--- config.mk ---
export PLATFORM = sky130hd
export DESIGN_NAME = req_router
export DESIGN_NICKNAME = d
export VERILOG_FILES = /design/src/design/mem_pkg.sv /design/src/design/req_router.sv
export SDC_FILE = /design/constraint.sdc
export NUM_CORES = 1
export LEC_CHECK = 0
export BUFFER_PORTS_ARGS = -buffer_cell sky130_fd_sc_hd__buf_2
export CAP_MARGIN = 10
export CORE_AREA = 2 2 222 224
export CTS_CLUSTER_DIAMETER = 80
export CTS_CLUSTER_SIZE = 25
export DETAILED_ROUTE_END_ITERATION = 6
export DIE_AREA = 0 0 224 226
export GPL_TIMING_DRIVEN = 0
export SETUP_SLACK_MARGIN = 0.1
export SLEW_MARGIN = 20
export SYNTH_ARGS = -nofsm -noshare
export SYNTH_HDL_FRONTEND = slang
export SYNTH_SLANG_ARGS = --single-unit
--- constraint.sdc ---
create_clock -name clk -period 16.4 [get_ports clk]
set_clock_uncertainty 0.05 [all_clocks]
set_input_delay 0.82 -clock clk [delete_from_list [all_inputs] [get_ports clk]]
set_output_delay 0.82 -clock clk [all_outputs]
set_load 0.02 [all_outputs]
--- src/design/mem_pkg.sv ---
//------------------------------
// shared types for the banked memory subsystem
// byte addresses, 64-bit data words, single-beat requests
// payload is one 72-bit word read as write or read view
// depending on is_read
//------------------------------

package mem_pkg;

   // widths
   localparam int ADDR_W = 32;
   localparam int ID_W = 8;
   localparam int DATA_W = 64;
   localparam int STRB_W = DATA_W / 8;
   localparam int PAYLOAD_W = DATA_W + STRB_W;

   // write view: data word plus byte strobes
   typedef struct packed {
      logic [DATA_W-1:0] wdata;
      logic [STRB_W-1:0] wstrb;
   } wr_payload_t;

   // read view: only the size field carries meaning
   typedef struct packed {
      logic [PAYLOAD_W-4:0] rsvd;
      logic [2:0] rsize;
   } rd_payload_t;

   typedef union packed {
      wr_payload_t wr;
      rd_payload_t rd;
   } mem_payload_u;

   typedef struct packed {
      logic is_read;
      logic [ID_W-1:0] id;
      logic [ADDR_W-1:0] addr;
      mem_payload_u payload;
   } mem_req_t;

   // rdata is zero on a write acknowledge
   typedef struct packed {
      logic is_read;
      logic [ID_W-1:0] id;
      logic [DATA_W-1:0] rdata;
   } mem_resp_t;

endpackage

--- src/design/req_router.sv ---
//------------------------------
// request router with per-bank credits
// bank select is addr[3 +: log2(NUM_BANKS)]
// NUM_BANKS must be a power of two, at least 2
// one credit per bank queue slot, QDEPTH after reset
// bank ports are registered, one cycle per request
//------------------------------

`timescale 1ns/1ps

module req_router #(
   parameter int NUM_BANKS = 4,
   parameter int QDEPTH = 4
) (
   input logic clk,
   input logic rstn,
   input logic req_valid,
   input mem_pkg::mem_req_t req,
   output logic req_ready,
   input logic [NUM_BANKS-1:0] credit_ret,
   output logic [NUM_BANKS-1:0] bank_req_valid,
   output mem_pkg::mem_req_t bank_req [NUM_BANKS]
);

   localparam int BANK_BITS = $clog2(NUM_BANKS);
   localparam int CRED_W = $clog2(QDEPTH + 1);

   logic [BANK_BITS-1:0] tgt;
   logic [CRED_W-1:0] credit [NUM_BANKS];
   logic accept;
   logic [NUM_BANKS-1:0] take;

   // word interleave: low bank bits just above the byte offset
   assign tgt = req.addr[3 +: BANK_BITS];

   // ready only depends on the target bank credit
   assign req_ready = (credit[tgt] != '0);
   assign accept = req_valid && req_ready;

   // one-hot of the bank that takes this request
   always_comb begin
      take = '0;
      if (accept) begin
         take[tgt] = 1'b1;
      end
   end

   // valids and credit counters
   always_ff @(posedge clk) begin
      if (!rstn) begin
         bank_req_valid <= '0;
         for (int b = 0; b < NUM_BANKS; b++) begin
            credit[b] <= CRED_W'(QDEPTH);
         end
      end else begin
         bank_req_valid <= take;
         for (int b = 0; b < NUM_BANKS; b++) begin
            // take and return in one cycle cancel out
            credit[b] <= credit[b] - CRED_W'(take[b]) + CRED_W'(credit_ret[b]);
         end
      end
   end

   // request payload, only the target bank port loads
   always_ff @(posedge clk) begin
      for (int b = 0; b < NUM_BANKS; b++) begin
         if (take[b]) begin
            bank_req[b] <= req;
         end
      end
   end

endmodule

# Yosys cells after proc, flatten, opt, wreduce, memory -nomap -nowiden
# Memories as Yosys holds them, arrays and structs flattened.
# Cells that the tools add are included.
[classes] addsub=8 magnitude_cmp=2 mux=9 n_bitwise=4 reduce_logical=3
[op_table] cell="$add 3x1->3" n=4
[op_table] cell="$mux 3" n=4
[op_table] cell="$sub 3x1->3" n=4
[op_table] cell="$mux 4" n=1
[op_table] cell="$or 1x1->1" n=4
[op_table] cell="$lt 2x3->1 const B" n=1
[op_table] cell="$mux 1" n=3
[op_table] cell="$reduce_bool 3->1" n=1
[op_table] cell="$demux 1 s2" n=1
[op_table] cell="$ge 2x1->1 const B" n=1
[op_table] cell="$logic_and 1x1->1" n=2
[totals] regBits=456 ram_bits=12 input_bits=120 out_inout_bits=457 elab_cells=44 mem_count=1
[memory_table] memory="credit" depth=4 width=3 read_ports=5 rd_clocked_by_memory_dff=0 wr=4 line_no="req_router.sv:29" text="logic [CRED_W-1:0] credit [NUM_BANKS];"

# Longest topological paths before layout
[depth] word_depth=8 mapped_depth=11 mapped_depth_nobuf=11

# Worst setup path after synthesis
# OpenSTA, ideal clock, no wires.
[synth_path] kind="input port to flip-flop" start="input req[76] (netlist bit)" end="memory credit[0][1] (netlist bit)" setup_ns=0.115 arrival_ns=15.419 required_ns=16.235 setup_slack_ns=0.816 cell_stages=8 n_path_buf=1 cell_sequence="buf_6 -> mux4_2 -> nor4b_1 -> ha_1 -> inv_1 -> ha_1 -> fa_1 -> and2_1"
[synth_lines] element="start, declared" line_no="req_router.sv:18" text="input mem_pkg::mem_req_t req,"
[synth_lines] element="end, declared" line_no="req_router.sv:29"

# Worst setup path in the final report
[layout_path] start="input req[76] (netlist bit)" end="register bank_req[413] (netlist bit), enable pin"
[layout_via] elab_chain_len=5 word_cells_on_any_way=9 cone_classes="order compare (2); mux (3); reduce/logical (3); memory (1)"
[layout_rtl] element="$lt 2x3->1 (implied by the code) / $ge 2x1->1 (equally long branches)" line_no="req_router.sv:44" text="take[tgt] = 1'b1;"
[layout_rtl] element="$logic_and 1x1->1 (implied by the code)" line_no="req_router.sv:44"
[layout_rtl] element="$mux 1 (implied by the code)" line_no="req_router.sv:44"
[layout_rtl] element="$demux 1 s2" line_no="req_router.sv:44"
[layout_rtl] element="$mux 4 (*)" line_no="req_router.sv:43" text="if (accept) begin"
[layout_rtl] element="net take[0]" line_no="req_router.sv:31" text="logic [NUM_BANKS-1:0] take;"
[layout_rtl] element="end signal, assigned by index" line_no="req_router.sv:68" text="bank_req[b] <= req;"
[layout_rtl] element="end, declared" line_no="req_router.sv:22" text="output mem_pkg::mem_req_t bank_req [NUM_BANKS]"
# Mark *: on every way through the listed nets, which the timed path passes. The rest lies on a longest branch.
# A chain may end at the register's enable or synchronous reset.

==> results.sh <==
export IMPL_num_vias=7577
export IMPL_vias_per_cell=4.19
export IMPL_synthDominantCellAreaShare=0.942
export IMPL_ir_drop_v=0.0000917
export IMPL_synth_most_common_cell="edfxtp_1"
export IMPL_grt_usage=0.126
export IMPL_synth_top_cell_by_area="edfxtp_1"
export IMPL_antenna_found_initial=2
export IMPL_synth_main_ff_cell="edfxtp_1"
export IMPL_grt_pass1_vias=7431
export IMPL_io_buffers=576
export IMPL_drtIter0Drc=477
export IMPL_drive_gt1_frac=0.552
export IMPL_setup_viol=0
export IMPL_startpoint_type="input pin"
export IMPL_ys_warn_count=0
export IMPL_hpwl_mm=26.5
export IMPL_syn_area_um2=14400
export IMPL_cap_violations=0
export IMPL_rr_worst_depth=12
export IMPL_clock_sinks=468
export IMPL_synth_area_leaders="edfxtp_1, dfxtp_1, ha_1, fa_1, xnor2_1"
export IMPL_grt_start_max_net_pins=41
export IMPL_synth_cells=533
export IMPL_hold_ws_ps=419
export IMPL_power_mw=2.30
export IMPL_tightest_slew_ps=479
export IMPL_synth_edff_count=452
export IMPL_initial_core_util=0.298
export IMPL_cp_startpoint="req[76]"
export IMPL_syn_nets=665
export IMPL_min_delay_start="req[41]"
export IMPL_clockBufferDepth=3
export IMPL_multiInputGateArea_um2=454
export IMPL_seq_area_um2=13900
export IMPL_core_um2=48300
export IMPL_setup_worst_path_class="in -> reg"
export IMPL_slew_headroom=0.680
export IMPL_worst_setup_path_end_kind="flip-flop"
export IMPL_crit_end="bank_req[413]"
export IMPL_clk_latency_ps=550
export IMPL_path_clk_slew_ps=100
export IMPL_p_leak_nw=7.36
export IMPL_fin_crit_sh=0.237
export IMPL_syn_avg_cell_area_um2=27.0
export IMPL_cts_resized=0
export IMPL_cts_root_buf="clkbuf_16"
export IMPL_cts_tree="yes"
export IMPL_async_reset_ff_frac=0
export IMPL_wl_per_cell_um=19.4
export IMPL_r2r_slack_ps=12640
export IMPL_fp_row_count=81
export IMPL_fillers=4381
export IMPL_die_h_um=226
export IMPL_htree_levels=1
export IMPL_ctsHoldBuffers=0
export IMPL_synth_common_cells="edfxtp_1, dfxtp_1, inv_1"
export IMPL_worstReg2RegStart="credit[1][1]"
export IMPL_overflow=0
export IMPL_pin_count=577
export IMPL_status="completed"
export IMPL_gp_congestion=0.795
export IMPL_nets=1311
export IMPL_drc=0
export IMPL_hold_class="in -> reg"
export IMPL_ant_nets=0
export IMPL_numCtsBuffers=23
export IMPL_firstDrtPassIters=4
export IMPL_max_freq_ghz=0.258
export IMPL_fin_crit_ps=3880
export IMPL_wirelength_mm=35.1
export IMPL_die_w_um=224
export IMPL_post_cts_buffers=0
export IMPL_finalMaxSlewViolations=0
export IMPL_ys_seq_area_frac=0.965
export IMPL_p_per_area_nw_per_um2=120
export IMPL_synthDistinctLibCells=18
export IMPL_grt_pass1_wl_mm=47.7
export IMPL_rsz0062_at_grt="false"
export IMPL_hold_viol_final=0
export IMPL_rr_endpoint="bank_req[413]"
export IMPL_die_area_um2=50600
export IMPL_ys_ff_latch=468
export IMPL_cp_required_ps=16600
export IMPL_area_delta_synth_final_pct=32.9
export IMPL_crit_fanout=9
export IMPL_arrival_ps=4080
==> where the power goes <==
part / total [mW] / internal [mW] / switching, mW
clock: 0.623 / 0.274 / 0.349
sequential: 1.41 / 1.39 / 0.0197
combinational: 0.261 / 0.0837 / 0.178
total: 2.30 / 1.75 / 0.546
==> state kept, by name, indices dropped and copies added (netlist names) <==
signal and count:
bank_req 452, credit 12, bank_req_valid 4
==> metal layers <==
layer  GRT usage  wire (µm)
met5           0          0
met3      0.0255       2390
met2       0.226      18300
met1       0.152      13700
met4      0.0389        751
==> how the worst min path moves through the flow <==
| stage | end | slack [ps] | cells past startpoint |
|---|---|---|---|
| after floorplan | credit[1][2] | 420 | 2 |
| after global placement | credit[1][2] | 430 | 2 |
| after detailed placement | credit[1][2] | 440 | 2 |
| after CTS | bank_req[159] | 390 | 1 |
| after global routing | bank_req[262] | 400 | 1 |
| final | bank_req[154] | 420 | 1 |
==> through the flow <==
step	area (µm²)	utilization	instances	setup slack [ps]	TNS, ps
finish	19100	0.396	1807	12520	0
global route	19100	0.396	1805	12320	0
CTS	19100	0.396	1804	12500	0
detailed placement	18500	0.382	1776	11910	0
global placement	18100	0.374	1731	-9160	-961130
floorplan	14400	-	533	816	0
==> layout by cell type, fill, tap and decap left out, types with 4 or more instances in the layout <==
cell	instances
buf_4	19
buf_2	593
clkbuf_16	23
fa_1	4
edfxtp_1	452
ha_1	8
dfxtp_1	16
nor3_1	5
buf_6	4
and2_1	7
nand2_1	6
xnor2_1	7
inv_1	16
==> cell type report <==
cell class | count | area share
flip-flops and latches | 468 | 0.726
well taps | 622 | 0.0407
clock inverters | 3 | 0.00307
inverters | 16 | 0.00314
clock buffers | 25 | 0.0305
plain buffers | 2 | 0.000785
diodes | 3 | 0.000392
repair buffers | 621 | 0.172
multi-input cells | 47 | 0.0237
==> cell families after synthesis <==
kind of cell | Yosys count | synth area share
flip-flops | 468 | 0.965
AND/OR/NAND/NOR | 26 | 0.0113
buffers and inverters | 18 | 0.00521
adder cells (fa/ha/maj) | 12 | 0.0125
XOR/XNOR | 8 | 0.00486
multiplexers | 1 | 0.00156
==> critical path, cell delays in order <==
cell and delay (ps):
buf_2 140, buf_6 140, mux4_2 600, nor4b_2 400, buf_2 250, buf_4 170
buf_2 210, buf_2 240, buf_2 240, buf_2 240, buf_4 190, buf_2 200
buf_2 220
(Power assumes the default switching activity.)
