$ cat config.mk
export PLATFORM = sky130hd
export DESIGN_NAME = resp_arbiter
export DESIGN_NICKNAME = d
export VERILOG_FILES = /design/src/design/mem_pkg.sv /design/src/design/resp_arbiter.sv
export SDC_FILE = /design/constraint.sdc
export NUM_CORES = 1
export LEC_CHECK = 0
export ABC_AREA = 0
export ABC_CLOCK_PERIOD_IN_PS = 7500
export BUFFER_PORTS_ARGS = -buffer_cell sky130_fd_sc_hd__clkbuf_2
export CAP_MARGIN = 20
export CORE_AREA = 10 10 137 139
export DETAILED_ROUTE_END_ITERATION = 7
export DIE_AREA = 0 0 147 149
export GPL_TIMING_DRIVEN = 0
export PLACE_DENSITY = 0.67
export SLEW_MARGIN = 30
export SYNTH_ARGS = -nofsm -noshare
export SYNTH_HDL_FRONTEND = slang
export SYNTH_SLANG_ARGS = --single-unit
export TNS_END_PERCENT = 1
$ cat constraint.sdc
create_clock -name clk -period 7.5 [get_ports clk]
set_input_delay 0.75 -clock clk [delete_from_list [all_inputs] [get_ports clk]]
set_output_delay 0.75 -clock clk [all_outputs]
set_load 0.02 [all_outputs]
$ cat src/design/mem_pkg.sv
//------------------------------
// shared types for the banked memory subsystem
// byte addresses, 64-bit data words, single-beat requests
// payload is one 72-bit word read as write or read view
// depending on is_read
//------------------------------

package mem_pkg;

   // widths
   localparam int ADDR_W = 32;
   localparam int ID_W = 8;
   localparam int DATA_W = 64;
   localparam int STRB_W = DATA_W / 8;
   localparam int PAYLOAD_W = DATA_W + STRB_W;

   // write view: data word plus byte strobes
   typedef struct packed {
      logic [DATA_W-1:0] wdata;
      logic [STRB_W-1:0] wstrb;
   } wr_payload_t;

   // read view: only the size field carries meaning
   typedef struct packed {
      logic [PAYLOAD_W-4:0] rsvd;
      logic [2:0] rsize;
   } rd_payload_t;

   typedef union packed {
      wr_payload_t wr;
      rd_payload_t rd;
   } mem_payload_u;

   typedef struct packed {
      logic is_read;
      logic [ID_W-1:0] id;
      logic [ADDR_W-1:0] addr;
      mem_payload_u payload;
   } mem_req_t;

   // rdata is zero on a write acknowledge
   typedef struct packed {
      logic is_read;
      logic [ID_W-1:0] id;
      logic [DATA_W-1:0] rdata;
   } mem_resp_t;

endpackage

$ cat src/design/resp_arbiter.sv
//------------------------------
// round-robin response arbiter
// NUM_BANKS must be a power of two, at least 2
// grant doubles as bank pop and credit return
// output register holds while not taken
//------------------------------

`timescale 1ns/1ps

module resp_arbiter #(
   parameter int NUM_BANKS = 4
) (
   input logic clk,
   input logic rstn,
   input logic [NUM_BANKS-1:0] head_valid,
   input mem_pkg::mem_resp_t head_resp [NUM_BANKS],
   output logic [NUM_BANKS-1:0] grant,
   output logic resp_valid,
   output mem_pkg::mem_resp_t resp,
   input logic resp_ready
);

   localparam int BANK_BITS = $clog2(NUM_BANKS);

   logic [BANK_BITS-1:0] rr_ptr;
   logic [BANK_BITS-1:0] sel;
   logic found;
   logic can_load;

   // empty or being drained this cycle
   assign can_load = !resp_valid || resp_ready;

   // first ready bank at or after the pointer
   always_comb begin
      logic [BANK_BITS-1:0] idx;
      sel = '0;
      found = 1'b0;
      for (int i = 0; i < NUM_BANKS; i++) begin
         // index wraps on its own, NUM_BANKS is a power of two
         idx = rr_ptr + BANK_BITS'(i);
         if (!found && head_valid[idx]) begin
            sel = idx;
            found = 1'b1;
         end
      end
   end

   always_comb begin
      grant = '0;
      if (found && can_load) begin
         grant[sel] = 1'b1;
      end
   end

   // control state
   always_ff @(posedge clk) begin
      if (!rstn) begin
         resp_valid <= 1'b0;
         rr_ptr <= '0;
      end else if (grant != '0) begin
         resp_valid <= 1'b1;
         // next search starts past the winner
         rr_ptr <= sel + 1'b1;
      end else if (resp_ready) begin
         resp_valid <= 1'b0;
      end
   end

   // response payload
   always_ff @(posedge clk) begin
      if (grant != '0) begin
         resp <= head_resp[sel];
      end
   end

endmodule

# Word level (Yosys, flattened, before mapping)

Cells that the tools add are included.
Widths: inputs -> output; s select.

Output and inout bits: 78
Input port bits: 299
Word-level logic and storage cells: 53
Flip-flop bits (word level): 76

Reductions and logical operators: 12
Add/sub/neg operators: 4
Muxes and demuxes: 24
Order comparisons: 7
Bitwise gates (word level): 1

Operators with widths:

| operator            | count |
|---|---|
| $bmux 73 s2         | 1 |
| $mux 73             | 2 |
| $lt 2x3->1 const B  | 5 |
| $mux 1              | 11 |
| $bmux 1 s2          | 4 |
| $mux 2              | 4 |
| $logic_and 1x1->1   | 5 |
| $add 2x1->2 const B | 2 |
| $add 2x2->2 const B | 2 |
| $logic_not 1->1     | 4 |
| $mux 4              | 1 |
| $reduce_bool 4->1   | 1 |
| $ge 3x3->1 const B  | 1 |
| $not 2->3           | 1 |
| $demux 1 s2         | 1 |
| $ge 2x1->1 const B  | 1 |
| $reduce_bool 2->1   | 1 |
| $logic_or 1x1->1    | 1 |

# Depth between registers and ports, before layout

Depth after elaboration: 19
Mapped depth: 12

# Least setup slack after synthesis

No wires, ideal clock.

Path type: input-to-reg
Start point: in head_valid[2]
End point: reg rr_ptr[1]
Buffers on the path: 3
Slack: -0.340 ns
Data required time: 7.378 ns
Library setup time: 0.122 ns
Cell stages on the path: 11
Arrival: 7.718 ns
Cells stage by stage: nor2b_1 o21ai_0 o221a_1 clkbuf_1 buf_4 buf_2 ha_1 nor4_1 nor3_1 mux2i_1 nor2b_1

Cells in the longest elaborated chain, start to end: 18
Elaborated cells on any way between the ends: 31
Those cells by class: 1 x add/sub; 2 x order compare; 19 x mux; 9 x reduce/logical

Ends and longest elaborated chain:

| what                                                                  | RTL line           | RTL |
|---|---|---|
| start: declaration                                                    | resp_arbiter.sv:15 | `input logic [NUM_BANKS-1:0] head_valid,` |
| $bmux 1 s2                                                            | resp_arbiter.sv:41 | `if (!found && head_valid[idx]) begin` |
| $mux 1 (not written as such)                                          | resp_arbiter.sv:41 |  |
| $mux 1                                                                | resp_arbiter.sv:41 |  |
| $logic_not 1->1                                                       | resp_arbiter.sv:41 |  |
| $logic_and 1x1->1                                                     | resp_arbiter.sv:41 |  |
| $mux 1                                                                | resp_arbiter.sv:41 |  |
| $logic_not 1->1                                                       | resp_arbiter.sv:41 |  |
| $logic_and 1x1->1                                                     | resp_arbiter.sv:41 |  |
| (+2 left out)                                                         | --                 |  |
| $logic_and 1x1->1                                                     | resp_arbiter.sv:41 |  |
| $mux 2                                                                | resp_arbiter.sv:41 |  |
| $lt 2x3->1 (not written as such) / $ge 2x1->1 (equally long branches) | resp_arbiter.sv:51 | `grant[sel] = 1'b1;` |
| $logic_and 1x1->1 (not written as such)                               | resp_arbiter.sv:51 |  |
| $mux 1 (not written as such)                                          | resp_arbiter.sv:51 |  |
| $demux 1 s2                                                           | resp_arbiter.sv:51 |  |
| $mux 4                                                                | resp_arbiter.sv:50 | `if (found && can_load) begin` |
| $reduce_bool 4->1                                                     | resp_arbiter.sv:60 | `end else if (grant != '0) begin` |
| end signal: assignment                                                | resp_arbiter.sv:63 | `rr_ptr <= sel + 1'b1;` |
| end: declaration                                                      | resp_arbiter.sv:25 | `logic [BANK_BITS-1:0] rr_ptr;` |

Several ways; a longest one is shown, not always the timed one. The select of a mux whose other input is x is not followed.
A chain may end at the register's enable or synchronous reset.

# Worst setup path after layout

Start point: in head_valid[2]
End point: reg resp[11] in the netlist's numbering, enable pin

Cells in the longest elaborated chain, start to end: 18
Elaborated cells on any way between the ends: 30
Those cells by class: 2 x order compare; 19 x mux; 9 x reduce/logical

Ends and longest elaborated chain:

| what                                                                  | RTL line           | RTL |
|---|---|---|
| $bmux 1 s2                                                            | resp_arbiter.sv:41 |  |
| $mux 1 (not written as such)                                          | resp_arbiter.sv:41 |  |
| $mux 1                                                                | resp_arbiter.sv:41 |  |
| $logic_not 1->1                                                       | resp_arbiter.sv:41 |  |
| $logic_and 1x1->1                                                     | resp_arbiter.sv:41 |  |
| $mux 1                                                                | resp_arbiter.sv:41 |  |
| $logic_not 1->1                                                       | resp_arbiter.sv:41 |  |
| $logic_and 1x1->1                                                     | resp_arbiter.sv:41 |  |
| (+2 left out)                                                         | --                 |  |
| $logic_and 1x1->1                                                     | resp_arbiter.sv:41 |  |
| $mux 2                                                                | resp_arbiter.sv:41 |  |
| $lt 2x3->1 (not written as such) / $ge 2x1->1 (equally long branches) | resp_arbiter.sv:51 |  |
| $logic_and 1x1->1 (not written as such)                               | resp_arbiter.sv:51 |  |
| $mux 1 (not written as such)                                          | resp_arbiter.sv:51 |  |
| $demux 1 s2                                                           | resp_arbiter.sv:51 |  |
| $mux 4 *                                                              | resp_arbiter.sv:50 |  |
| $reduce_bool 4->1 *                                                   | resp_arbiter.sv:71 | `if (grant != '0) begin` |
| end signal: assignment                                                | resp_arbiter.sv:72 | `resp <= head_resp[sel];` |
| end: declaration                                                      | resp_arbiter.sv:19 | `output mem_pkg::mem_resp_t resp,` |

Every way passes the cells marked *; elsewhere a longest branch is shown, timed or not. The select of a mux whose other input is x is not followed.

==> flow_summary_export.csv <==
group,metric,value,unit
logic_synthesis,synth_top_family_by_area,"multiplexers",
power,p_comb_share,52.8,%
place,place.gp.congestion,0.864,
logic_synthesis,synthMuxAreaShare,45.1,%
setup_path,crit_type,"in2reg",
worst_hold_path,min_to,"rr_ptr[0]$_SDFFE_PN0P_",
logic_synthesis,yosysWarnings,0,
logic_synthesis,ys_ff_latch,76,
floorplan,die-area,0.0219,mm^2
logic_synthesis,synth-compound-area-share,1.00,%
clock_tree,htree_num_levels,3,
global_route,grt_pass1_vias,4967,
cells_and_area,num-fill-cells,1541,
power,leakage,3.72,nW
power,switching_share,40.7,%
setup_path,reg2reg_depth,12,
logic_synthesis,synth_cell_type_count,22,
timing,max_freq,277,MHz
timing,finClkSkew,0.00559,ns
timing,worst_slack,3.89,ns
setup_path,endpoint_kind,"register",
clock_tree,hold_buffers,0,
drt,drt-wirelength-per-cell,19.5,um
logic_synthesis,synth-adder-area-share,1.03,%
cells_and_area,mostFrequentLayoutCells,"clkbuf_2 (376), mux2i_1 (220), edfxtp_1 (73), buf_6 (19), buf_2 (10)",
timing,rsz0062_at_grt,"no",
cells_and_area,final_common_cell,"clkbuf_2",
setup_path,crit_required,7.54,ns
setup_path,crit_arrival,3.65,ns
floorplan,top_level_ports,377,
global_route,grt_max_degree,16,
clock_tree,cts.reportedPaths.clkPinSlew,0.06,ns
global_route,gr-total-overflow,0,
job,drv_cap,0,
logic_synthesis,synth.net_count,655,
drt,drt_iter0_markers,114,
floorplan,die_w,147,um
setup_path,worstReg2RegStart,"rr_ptr[0]$_SDFFE_PN0P_",
outcome,status,"finished, final reports clean",
timing,setup_tns,0,ns
worst_hold_path,hp-start,"rr_ptr[0]$_SDFFE_PN0P_",
logic_synthesis,syn_avg_cell_area,13.9,um^2
timing,period_share,48.1,%
worst_hold_path,holdPathStages,1,
setup_path,rrSetupSlack,4.13,ns
place,place.detailed.hpwl,16000,um
setup_path,cp_max_fo,14,
timing,finalSetupViolCount,0,
clock_tree,cts_root_buffer,"clkbuf_16",
floorplan,std_cell_rows,47,
floorplan,fp.dieH,149,um
power,power.switching,1.10,mW
timing,fin_crit,3.61,ns
setup_path,worst_r2r_endpoint,"resp[11]$_DFFE_PP_",
clock_tree,ctsResizeCount,0,
drt,vias_per_cell,4.45,
logic_synthesis,synthXorXnorAreaFrac,0,%
cells_and_area,final_nets,1047,
worst_hold_path,hp-class,"reg2reg",
drt,drtPass1Iterations,4,
setup_path,cp-start-kind,"primary input",
drt,drt-total-wl,18900,um
global_route,grt_antenna_before_repair,1,
power,peakVddDrop,152,uV
clock_tree,postCtsSetupBuffers,0,
clock_tree,cts_tree,"yes",
timing,relSlewSlack,53.8,%
logic_synthesis,synth_simple_gate_area_share,1.95,%
power,pwr-share-seq,31.4,%
global_route,grt_pass1_wl,28200,um
global_route,track_usage,16.4,%
timing,hold_viol,0,
place,dp_slack,3.46,ns
power,clkPwrFrac,15.9,%
timing,worst_pin_slew,0.690,ns
timing,whs,0.555,ns
clock_tree,cts_sinks,76,
logic_synthesis,syn_inst,352,
clock_tree,clock_path_buffers,2,
clock_tree,cts_buffers,9,
drt,ant_nets,0,
drt,detail_route.drc_violations,0,
clock_tree,insertion_delay,0.33,ns
floorplan,core_area,0.0162,mm^2
cells_and_area,area_delta_synth_final,51.5,%
cells_and_area,drive_above_1_share,56.2,%
drt,num_vias,4319,
power,intPower,1.60,mW
floorplan,start_util,30.2,%
place,portBuffers,376,
logic_synthesis,syn_area,0.00488,mm^2
timing,maxSlewViolCount,0,
logic_synthesis,seq_area_frac_synth,46.2,%
power,p_per_area,365,mW/mm^2
==> power by group through the flow <==
stage / clock [mW] / sequential, mW / combinational, mW
2_1_floorplan: 0 / 1.15 / 0.641
3_3_place_gp: 0 / 0.876 / 1.41
3_5_place_dp: 0 / 0.856 / 1.45
4_1_cts: 0.442 / 0.849 / 1.45
5_1_grt: 0.458 / 0.871 / 1.53
6_report: 0.428 / 0.846 / 1.42
==> how the worst max path moves through the flow <==
stage                        from  slack (ns)  cells past startpoint                     end
floorplan           head_valid[2]        2.04                     11  rr_ptr[1]$_SDFFE_PN0P_
global placement    head_valid[2]        0.15                     12  rr_ptr[1]$_SDFFE_PN0P_
detailed placement  head_valid[2]        3.46                     13      resp[51]$_DFFE_PP_
CTS                 head_valid[2]        3.83                     13       resp[6]$_DFFE_PP_
global route        head_valid[0]        3.61                     13       resp[1]$_DFFE_PP_
finish              head_valid[2]        3.89                     13      resp[11]$_DFFE_PP_
==> routing by layer <==
| metal | GRT usage (%) | part of all wire [%] | wire [um] | vias to the layer above |
|---|---|---|---|---|
| met2 | 29.5 | 51 | 9640 | 221 |
| li1 | - | - | - | 2134 |
| met1 | 17.6 | 39 | 7360 | 1948 |
| met4 | 5.45 | 1.7 | 318 | 0 |
| met5 | 0 | 0 | 0 | - |
| met3 | 5.92 | 8.5 | 1620 | 16 |
==> cell type report <==
type	instances	area (um^2)	area share, %
well taps	220	275	3.72
repair buffers	381	1940	26.2
clock inverters	5	52.6	0.711
plain buffers	26	219	2.96
inverters	3	11.3	0.152
flip-flops and latches	76	2250	30.5
diodes	1	2.50	0.0339
clock buffers	11	233	3.15
multi-input cells	247	2410	32.6
==> flip-flops by register name, summed over array words and instances (netlist names) <==
signal,flops
rr_ptr,2
resp,73
resp_valid,1
==> synth_stat cells <==
master	number	share of area (%)
mux2i_1	220	45
edfxtp_1	73	45
buf_6	14	3.2
buf_2	10	1.0
nor2b_1	5	0.64
and2_1	4	0.51
ha_1	4	1.0
dfxtp_1	3	1.2
inv_1	3	0.23
nand2_1	2	0.15
nor2_1	2	0.15
nor4_1	2	0.26
a21oi_1	1	0.10
and3_1	1	0.13
buf_4	1	0.15
clkbuf_1	1	0.077
nor3_1	1	0.10
o211a_1	1	0.21
o21a_1	1	0.15
o21ai_0	1	0.10
o221a_1	1	0.23
o32a_1	1	0.21
==> stage by stage <==
step	power [mW]	cell area [um^2]	utilization [%]	instances
after global routing	2.86	7390	45.7	970
after global placement	2.28	7040	43.5	948
after CTS	2.75	7390	45.7	969
final	2.70	7390	45.7	970
after detailed placement	2.31	7100	43.9	953
after floorplan	1.80	4880	-	352
==> critical path, stage by stage <==
cell and delay (ns):
clkbuf_2 0.11, nor2b_1 0.14, o21ai_0 0.14, o221a_1 0.19, clkbuf_1 0.18, buf_4 0.28
buf_2 0.35, ha_1 0.24, nor4_1 0.07, nor3_4 0.54, buf_6 0.27, buf_6 0.18
buf_6 0.19
==> cells by family (layout without fill, tap and decap cells) <==
logic type / Yosys count / after routing
AOI/OAI and AO/OA: 6 / 6
adders and majority gates: 4 / 4
buffers and inverters: 29 / 426
DFF: 76 / 76
muxes: 220 / 220
other: 0 / 1
and+or+nand+nor: 17 / 17
No activity file was read; power rests on OpenSTA's default activity.
